[config.mk]
export PLATFORM = sky130hd
export DESIGN_NAME = synapse_array_top
export DESIGN_NICKNAME = d
export VERILOG_FILES = /design/src/source/synapse_pkg.sv /design/src/source/fanout_controller.sv /design/src/source/spike_serializer.sv /design/src/source/synapse_array_top.sv /design/src/source/weight_bank.sv /design/src/source/weight_write_router.sv
export VERILOG_INCLUDE_DIRS = /design/src /design/src/source
export SDC_FILE = /design/constraint.sdc
export NUM_CORES = 2
export LEC_CHECK = 0
export ABC_CLOCK_PERIOD_IN_PS = 3600
export BUFFER_PORTS_ARGS = -buffer_cell sky130_fd_sc_hd__buf_4
export CORE_ASPECT_RATIO = 2
export CORE_MARGIN = 5
export CORE_UTILIZATION = 40
export CTS_CLUSTER_SIZE = 12
export DETAILED_ROUTE_END_ITERATION = 16
export GPL_ROUTABILITY_DRIVEN = 0
export GPL_TIMING_DRIVEN = 0
export HOLD_SLACK_MARGIN = 0.15
export MAX_ROUTING_LAYER = met4
export PLACE_DENSITY = 0.59
export REMOVE_ABC_BUFFERS = 1
export SLEW_MARGIN = 20
export SYNTH_ARGS = -nofsm -noshare
export SYNTH_HDL_FRONTEND = slang
export SYNTH_MEMORY_MAX_BITS = 65536
export SYNTH_SLANG_ARGS = --single-unit
[constraint.sdc]
create_clock -name clk -period 3.6 [get_ports clk]
set_input_delay 0.54 -clock clk [delete_from_list [all_inputs] [get_ports clk]]
set_output_delay 0.54 -clock clk [all_outputs]
set_load 0.005 [all_outputs]
[src/source/synapse_cfg.svh]
`ifndef SYNAPSE_CFG_SVH
`define SYNAPSE_CFG_SVH

// ================================================
// Array dimensions
// ================================================
`define SYN_NUM_AXONS       16
`define SYN_NUM_NEURONS     32
`define SYN_WEIGHT_WIDTH    8

// Neuron n sits in bank n % banks, row n / banks
`define SYN_NUM_BANKS       4
`define SYN_NUM_GROUPS      (`SYN_NUM_NEURONS / `SYN_NUM_BANKS)

// ================================================
// Derived widths
// ================================================
`define SYN_AXON_W          $clog2(`SYN_NUM_AXONS)
`define SYN_NEURON_W        $clog2(`SYN_NUM_NEURONS)
`define SYN_GROUP_W         $clog2(`SYN_NUM_GROUPS)

// One row per axon and group in every bank
`define SYN_BANK_DEPTH      (`SYN_NUM_AXONS * `SYN_NUM_GROUPS)
`define SYN_BANK_ADDR_W     $clog2(`SYN_BANK_DEPTH)
`define SYN_BANK_SEL_W      $clog2(`SYN_NUM_BANKS)

`endif

[src/source/synapse_pkg.sv]
`default_nettype none

`include "synapse_cfg.svh"

package synapse_pkg;

    // ================================================
    // Index and value widths
    // ================================================
    typedef logic [`SYN_AXON_W-1:0]       axon_id_t;
    typedef logic [`SYN_NEURON_W-1:0]     neuron_id_t;
    typedef logic [`SYN_GROUP_W-1:0]      group_id_t;
    typedef logic [`SYN_BANK_SEL_W-1:0]   bank_sel_t;
    typedef logic [`SYN_BANK_ADDR_W-1:0]  bank_addr_t;
    typedef logic [`SYN_WEIGHT_WIDTH-1:0] weight_mag_t;

    // ================================================
    // Composite types
    // ================================================
    // Sign kept as a separate flag, 1 means excitatory
    typedef struct packed {
        logic        exc;
        weight_mag_t mag;
    } synapse_weight_t;

    // Write command for a single bank
    typedef struct packed {
        logic            we;
        bank_addr_t      addr;
        synapse_weight_t data;
    } bank_write_t;

    // Output spike payload
    typedef struct packed {
        neuron_id_t      neuron;
        synapse_weight_t weight;
    } spike_event_t;

    // Per-group scan sequence of the controller
    typedef enum logic [2:0] {
        ST_IDLE,
        ST_FETCH,
        ST_WAIT,
        ST_DELIVER,
        ST_NEXT
    } scan_state_t;

endpackage

`default_nettype wire

[src/source/fanout_controller.sv]
`default_nettype none

`include "synapse_cfg.svh"

module fanout_controller
    import synapse_pkg::*;
(
    input  wire logic      clk,
    input  wire logic      rst_n,
    input  wire logic      enable_i,

    // Incoming spike
    input  wire logic      spike_in_valid_i,
    input  wire axon_id_t  spike_in_axon_i,
    output logic           spike_in_ready_o,

    // Serializer still emitting events
    input  wire logic      out_draining_i,

    // Scan control to banks and serializer
    output logic           fetch_o,
    output logic           deliver_o,
    output axon_id_t       axon_o,
    output group_id_t      group_o,

    output logic           busy_o
);

    scan_state_t state_q;
    group_id_t   group_q;
    axon_id_t    axon_q;
    logic        pending_q;
    logic        accept;
    logic        last_group;
    logic        scan_done;

    // ================================================
    // Spike capture
    // ================================================
    // Also waits for the serializer so that a new scan never overlaps old events
    assign spike_in_ready_o = (state_q == ST_IDLE) && !pending_q && !out_draining_i;
    assign accept           = spike_in_valid_i && spike_in_ready_o;

    assign last_group = (group_q == group_id_t'(`SYN_NUM_GROUPS - 1));
    assign scan_done  = enable_i && (state_q == ST_NEXT) && last_group;

    always_ff @(posedge clk) begin
        if (!rst_n) begin
            pending_q <= 1'b0;
        end else if (accept) begin
            pending_q <= 1'b1;
        end else if (scan_done) begin
            pending_q <= 1'b0;
        end
    end

    always_ff @(posedge clk) begin
        if (accept) begin
            axon_q <= spike_in_axon_i;
        end
    end

    // ================================================
    // Group scan FSM
    // ================================================
    // Four enabled cycles per group, frozen while enable is low
    always_ff @(posedge clk) begin
        if (!rst_n) begin
            state_q <= ST_IDLE;
            group_q <= '0;
        end else if (enable_i) begin
            case (state_q)
                ST_IDLE: begin
                    group_q <= '0;
                    if (pending_q) begin
                        state_q <= ST_FETCH;
                    end
                end
                ST_FETCH: begin
                    state_q <= ST_WAIT;
                end
                // Bank read register fills here
                ST_WAIT: begin
                    state_q <= ST_DELIVER;
                end
                ST_DELIVER: begin
                    state_q <= ST_NEXT;
                end
                ST_NEXT: begin
                    if (last_group) begin
                        state_q <= ST_IDLE;
                        group_q <= '0;
                    end else begin
                        state_q <= ST_FETCH;
                        group_q <= group_q + 1'b1;
                    end
                end
                default: begin
                    state_q <= ST_IDLE;
                end
            endcase
        end
    end

    // Strobes last exactly one cycle even if the FSM is stalled
    assign fetch_o   = enable_i && (state_q == ST_FETCH);
    assign deliver_o = enable_i && (state_q == ST_DELIVER);
    assign axon_o    = axon_q;
    assign group_o   = group_q;

    assign busy_o = (state_q != ST_IDLE) || pending_q || out_draining_i;

endmodule

`default_nettype wire

[src/source/spike_serializer.sv]
`default_nettype none

`include "synapse_cfg.svh"

module spike_serializer
    import synapse_pkg::*;
(
    input  wire logic            clk,
    input  wire logic            rst_n,

    // Group handoff from the controller
    input  wire logic            deliver_i,
    input  wire group_id_t       group_i,
    input  wire synapse_weight_t bank_data_i [`SYN_NUM_BANKS],

    output logic                 spike_out_valid_o,
    output spike_event_t         spike_out_o,
    output logic [31:0]          spike_count_o,
    output logic                 draining_o
);

    synapse_weight_t lat_q [`SYN_NUM_BANKS];
    group_id_t       group_q;
    bank_sel_t       sel_q;
    logic            active_q;
    synapse_weight_t cur;
    logic            emit;

    // ================================================
    // Group latch and bank walk
    // ================================================
    always_ff @(posedge clk) begin
        if (deliver_i) begin
            lat_q   <= bank_data_i;
            group_q <= group_i;
        end
    end

    // A new deliver may land on the last bank of the previous group
    always_ff @(posedge clk) begin
        if (!rst_n) begin
            active_q <= 1'b0;
            sel_q    <= '0;
        end else if (deliver_i) begin
            active_q <= 1'b1;
            sel_q    <= '0;
        end else if (active_q) begin
            if (sel_q == bank_sel_t'(`SYN_NUM_BANKS - 1)) begin
                active_q <= 1'b0;
            end
            sel_q <= sel_q + 1'b1;
        end
    end

    assign cur  = lat_q[sel_q];
    // Zero magnitude means no synapse
    assign emit = active_q && (cur.mag != '0);

    // ================================================
    // Event output
    // ================================================
    always_ff @(posedge clk) begin
        if (!rst_n) begin
            spike_out_valid_o         <= 1'b0;
            spike_out_o.neuron        <= '0;
            spike_out_o.weight.exc    <= 1'b1;
            spike_out_o.weight.mag    <= '0;
            spike_count_o             <= '0;
        end else begin
            spike_out_valid_o <= emit;
            if (emit) begin
                spike_out_o.neuron <= neuron_id_t'(group_q * `SYN_NUM_BANKS + sel_q);
                spike_out_o.weight <= cur;
                spike_count_o      <= spike_count_o + 32'd1;
            end
        end
    end

    // Covers the output register too, so busy drops after the last pulse
    assign draining_o = active_q || spike_out_valid_o;

endmodule

`default_nettype wire

[src/source/synapse_array_top.sv]
`default_nettype none

`include "synapse_cfg.svh"

module synapse_array_top
    import synapse_pkg::*;
(
    input  wire logic            clk,
    input  wire logic            rst_n,

    // Spike input
    input  wire logic            spike_in_valid_i,
    input  wire axon_id_t        spike_in_axon_i,
    output logic                 spike_in_ready_o,

    // Single weight write
    input  wire logic            weight_we_i,
    input  wire axon_id_t        weight_axon_i,
    input  wire neuron_id_t      weight_neuron_i,
    input  wire synapse_weight_t weight_data_i,

    // Group write
    input  wire logic            batch_we_i,
    input  wire axon_id_t        batch_axon_i,
    input  wire group_id_t       batch_group_i,
    input  wire synapse_weight_t batch_data_i [`SYN_NUM_BANKS],

    input  wire logic            enable_i,

    // Event output and status
    output logic                 spike_out_valid_o,
    output spike_event_t         spike_out_o,
    output logic                 busy_o,
    output logic [31:0]          spike_count_o
);

    bank_write_t     bank_wr [`SYN_NUM_BANKS];
    synapse_weight_t bank_rd [`SYN_NUM_BANKS];

    logic      fetch;
    logic      deliver;
    axon_id_t  scan_axon;
    group_id_t scan_group;
    logic      out_draining;

    // ================================================
    // Write path
    // ================================================
    weight_write_router weight_write_router_inst (
        .weight_we_i     (weight_we_i),
        .weight_axon_i   (weight_axon_i),
        .weight_neuron_i (weight_neuron_i),
        .weight_data_i   (weight_data_i),
        .batch_we_i      (batch_we_i),
        .batch_axon_i    (batch_axon_i),
        .batch_group_i   (batch_group_i),
        .batch_data_i    (batch_data_i),
        .bank_wr_o       (bank_wr)
    );

    // ================================================
    // Weight banks
    // ================================================
    for (genvar b = 0; b < `SYN_NUM_BANKS; b++) begin : g_bank
        weight_bank weight_bank_inst (
            .clk           (clk),
            .rst_n         (rst_n),
            .wr_i          (bank_wr[b]),
            .fetch_i       (fetch),
            .fetch_axon_i  (scan_axon),
            .fetch_group_i (scan_group),
            .rd_data_o     (bank_rd[b])
        );
    end

    // ================================================
    // Scan control and event output
    // ================================================
    fanout_controller fanout_controller_inst (
        .clk              (clk),
        .rst_n            (rst_n),
        .enable_i         (enable_i),
        .spike_in_valid_i (spike_in_valid_i),
        .spike_in_axon_i  (spike_in_axon_i),
        .spike_in_ready_o (spike_in_ready_o),
        .out_draining_i   (out_draining),
        .fetch_o          (fetch),
        .deliver_o        (deliver),
        .axon_o           (scan_axon),
        .group_o          (scan_group),
        .busy_o           (busy_o)
    );

    spike_serializer spike_serializer_inst (
        .clk               (clk),
        .rst_n             (rst_n),
        .deliver_i         (deliver),
        .group_i           (scan_group),
        .bank_data_i       (bank_rd),
        .spike_out_valid_o (spike_out_valid_o),
        .spike_out_o       (spike_out_o),
        .spike_count_o     (spike_count_o),
        .draining_o        (out_draining)
    );

endmodule

`default_nettype wire

[src/source/weight_bank.sv]
`default_nettype none

`include "synapse_cfg.svh"

module weight_bank
    import synapse_pkg::*;
(
    input  wire logic        clk,
    input  wire logic        rst_n,

    input  wire bank_write_t wr_i,

    // Read request from the scan controller
    input  wire logic        fetch_i,
    input  wire axon_id_t    fetch_axon_i,
    input  wire group_id_t   fetch_group_i,

    output synapse_weight_t  rd_data_o
);

    // ================================================
    // Weight storage
    // ================================================
    // Starts out all zero so unwritten synapses stay silent
    synapse_weight_t mem_q [`SYN_BANK_DEPTH] = '{default: '0};

    bank_addr_t rd_addr;

    assign rd_addr = bank_addr_t'(fetch_axon_i * `SYN_NUM_GROUPS + fetch_group_i);

    always_ff @(posedge clk) begin
        if (wr_i.we) begin
            mem_q[wr_i.addr] <= wr_i.data;
        end
    end

    // ================================================
    // Registered read
    // ================================================
    // Held until the next fetch, so a stalled scan keeps its data
    always_ff @(posedge clk) begin
        if (!rst_n) begin
            rd_data_o <= '0;
        end else if (fetch_i) begin
            rd_data_o <= mem_q[rd_addr];
        end
    end

endmodule

`default_nettype wire

[src/source/weight_write_router.sv]
`default_nettype none

`include "synapse_cfg.svh"

module weight_write_router
    import synapse_pkg::*;
(
    // Single weight write
    input  wire logic            weight_we_i,
    input  wire axon_id_t        weight_axon_i,
    input  wire neuron_id_t      weight_neuron_i,
    input  wire synapse_weight_t weight_data_i,

    // Whole-group write, one entry per bank
    input  wire logic            batch_we_i,
    input  wire axon_id_t        batch_axon_i,
    input  wire group_id_t       batch_group_i,
    input  wire synapse_weight_t batch_data_i [`SYN_NUM_BANKS],

    output bank_write_t          bank_wr_o [`SYN_NUM_BANKS]
);

    bank_sel_t  single_bank;
    group_id_t  single_row;
    bank_addr_t single_addr;
    bank_addr_t batch_addr;

    // Split the neuron index into bank and row within the bank
    assign single_bank = bank_sel_t'(weight_neuron_i % `SYN_NUM_BANKS);
    assign single_row  = group_id_t'(weight_neuron_i / `SYN_NUM_BANKS);

    // Row address inside a bank is axon-major
    assign single_addr = bank_addr_t'(weight_axon_i * `SYN_NUM_GROUPS + single_row);

    // A group write hits the same row in every bank
    assign batch_addr  = bank_addr_t'(batch_axon_i * `SYN_NUM_GROUPS + batch_group_i);

    // Single write takes the bank it targets, batch fills the rest
    always_comb begin
        for (int b = 0; b < `SYN_NUM_BANKS; b++) begin
            bank_wr_o[b] = '0;
            if (weight_we_i && (single_bank == bank_sel_t'(b))) begin
                bank_wr_o[b].we   = 1'b1;
                bank_wr_o[b].addr = single_addr;
                bank_wr_o[b].data = weight_data_i;
            end else if (batch_we_i) begin
                bank_wr_o[b].we   = 1'b1;
                bank_wr_o[b].addr = batch_addr;
                bank_wr_o[b].data = batch_data_i[b];
            end
        end
    end

endmodule

`default_nettype wire
==> metrics.txt <==
fmax 271 MHz; final setup fails 54; required time worst endpoint 4150 ps; Final TNS setup -1940 ps; Yosys cell types 58; min Tclk post-route 3690 ps; first-pass GRT wire length 697000 um; Synth Cell Area 183000 um2; final net count 9445; Final Cycle Share 102%; outcome finished with violations; Post-synth EDFFs 4651; Reg-to-Reg End g_bank[1].weight_bank_inst.rd_data_o[0]$_SDFFE_PN0P_; DRC Markers 0; largest net degree at the start of global routing 78; Hold WC Path Type in2reg; grt total ovfl 0; worst hold margin 252 ps; R2R setup slack -40 ps; Yosys reg bits 4744; ranking of synthesized cells by area edfxtp_1 (76%), mux4_2 (12%), mux2i_1 (2.7%); Core ar. 456000 um2; RSZ-0062 raised after global routing true; vias post-DR 90200; row count 351; Reg2Reg Depth 10; register area share after synthesis 77.3%; largest fanout on the critical path 59; CTS Buffer Depth 4; Placement Setup Slack -1540 ps; Slew Limit Fails 0; VDD IR max 444 uV; drt first pass iters 5; initial core utilization 40.1%; Top FF cell, synth edfxtp_1; # fillers 37500; layout cells sized above 1 22.3%; Critical Path Slowest Stage Cell nor2_1; cell taking the most area after synthesis edfxtp_1; die height 967 um; CTS tree done; commonest cells after routing, fill and taps aside edfxtp_1 (4651), mux4_2 (953), nor2_1 (580), mux2i_1 (497), clkbuf_16 (449); Warnings, synthesis 0; total wire length 488000 um; number of port buffers 119; Arrival @ worst endpoint 4240 ps; Area Overhead vs Synth 14.4%; Avg Inst Size Synth 20.3 um2; ys async rst share 0%; worst slew pin tran 1340 ps; htree depth 5; failing checks negative setup slack; die footprint 472000 um2; clk sinks 4744; Clock transition at path regs 60 ps; CP max stage delay 1120 ps; commonest non-fill, non-tap cell in the layout edfxtp_1; CP Capture Type register; Pleak 55.9 nW; Starting DRT DRC Count 8120; Power Density 515 nW/um2; multi-input logic area 40400 um2; Critical Path Start batch_we_i; sequential cell area 142000 um2; vias per cell 5.79; Avg WL per Cell 31.3 um; Die Width 488 um; Reg2Reg Launch Point fanout_controller_inst.axon_o[1]$_DFFE_PP_; Antenna Nets Post-Route 0; initial antenna violation count 18; Cell Chain, Critical Path buf_4, nand2_1, o21ai_0, nand2_1, nor2_1; DP Wirelength 320000 um; CTS buffer count 439; worst clock skew 64.7 ps; Final WS setup -85.8 ps; worst-skew pair later-pin latency 990 ps; Worst setup SP type input port; critical path type in2reg; total global-route track usage 20.9%; Root Buffer clkbuf_16; CP dominant cell by count nand2_1; Yosys top cell area share 76.3%; Final Hold Viols 0; worst relative slew slack 10.4%; worst setup path endpoint g_bank[1].weight_bank_inst.mem_q[84][2]$_DFFE_PP_; vias in the first global route 95300; Syn Inst Count 9003; fin util 45.9%; max-cap viol count 0; io pins 120
-- area by class of cell --
type / count / area share, %
Clock inverter: 19 / 0.121
Tap cell: 6001 / 3.58
Inverter: 12 / 0.0227
Clock buffer: 621 / 5.64
Sequential cell: 4744 / 67.6
Timing Repair Buffer: 455 / 3.77
Antenna cell: 18 / 0.0215
Multi-Input combinational cell: 3718 / 19.3
-- worst min-delay path by stage --
stage / from / end / depth (start not counted)
final: weight_data_i[0] / g_bank[3].weight_bank_inst.mem_q[33][0]$_DFFE_PP_ / 3
after global routing: weight_data_i[0] / g_bank[3].weight_bank_inst.mem_q[34][0]$_DFFE_PP_ / 3
after CTS: weight_data_i[0] / g_bank[3].weight_bank_inst.mem_q[34][0]$_DFFE_PP_ / 3
after detailed placement: spike_serializer_inst.spike_out_o[0]$_SDFFE_PN0P_ / spike_serializer_inst.spike_out_o[0]$_SDFFE_PN0P_ / 2
after global placement: spike_serializer_inst.spike_out_o[1]$_SDFFE_PN0P_ / spike_serializer_inst.spike_out_o[1]$_SDFFE_PN0P_ / 2
after floorplan: g_bank[2].weight_bank_inst.rd_data_o[2]$_SDFFE_PN0P_ / spike_serializer_inst.lat_q[11]$_DFFE_PP_ / 0
-- cell families (layout without fill, tap and decap cells) --
logic type	Yosys count	after routing	synth area share [%]
adders and majority gates	4	4	0.0273
muxes	1504	1504	14.8
buffers and inverters	542	1107	1.35
and+or+nand+nor	1230	1231	2.92
other	0	18	0
xor gates and xnor gates	28	28	0.134
AOI/OAI and AO/OA	951	951	3.49
DFF	4744	4744	77.3
-- stage by stage --
stage	power, mW	cell area [um2]	std cells
final	108	210000	15600
after global routing	111	210000	15600
after CTS	109	209000	15600
after detailed placement	67.0	195000	14900
after global placement	67.3	189000	14600
after floorplan	64.9	181000	8473
-- synthesized netlist by cell type, drive strengths merged, types with 2 or more instances --
cell type	instances
edfxtp	4651
mux4	954
nor2	598
mux2i	498
a22oi	363
nand2	292
buf	270
clkbuf	260
a21oi	222
nand3	161
o21ai	119
dfxtp	93
nor4	69
mux2	52
a221oi	48
o22ai	47
o2111ai	43
o211ai	42
o221ai	25
nor2b	21
xnor2	19
nor3	18
nand4	14
a31oi	13
inv	12
a211oi	11
nand3b	11
o31ai	10
or3	9
xor2	9
and2	6
and3	6
and4	5
ha	4
o21a	4
or2	4
a221o	3
nand2b	3
nor3b	2
nor4b	2
or3b	2
or4	2
-- sequential cells by signal (all words and copies together), names as in the netlist --
signal and cells:
g_bank.weight_bank_inst.mem_q 4608, g_bank.weight_bank_inst.rd_data_o 36, spike_serializer_inst.lat_q 36, spike_serializer_inst.spike_count_o 32, spike_serializer_inst.spike_out_o 14, fanout_controller_inst.axon_o 4
fanout_controller_inst.group_o 3, fanout_controller_inst.state_q 3, spike_serializer_inst.group_q 3, spike_serializer_inst.sel_q 2, fanout_controller_inst.pending_q 1, spike_serializer_inst.active_q 1
spike_serializer_inst.spike_out_valid_o 1
-- worst max-delay path: cells and delay by family --
family	cells	cell delay, ps
and+or+nand+nor	3	2480
buffers and inverters	1	490
AOI/OAI and AO/OA	1	670
-- power by group --
group          internal [mW]  switching [mW]
Sequential              61.4           0.166
Combinational           1.16            3.23
Clock                   22.5            19.5
Total                   85.0            22.9
-- repair_timing --
action / CTS / global route
pin swaps: 25 / 8
endpoints found under the hold margin: 57 / 0
setup endpoints to repair: 60 / 300
cloned: 32 / 4
setup buffers: 20 / 0
gates resized for setup: 83 / 28
hold buffers: 14 / 0
-- metal layers --
metal  wire, um  vias up  GRT usage, %
met4      30400        0          10.6
met2     262000     3186          37.0
met1     168000    48200          23.1
met3      27500      966          2.88
met5          0        -             -
li1           -    37900             -
No activity file was read; power rests on OpenSTA's default activity.
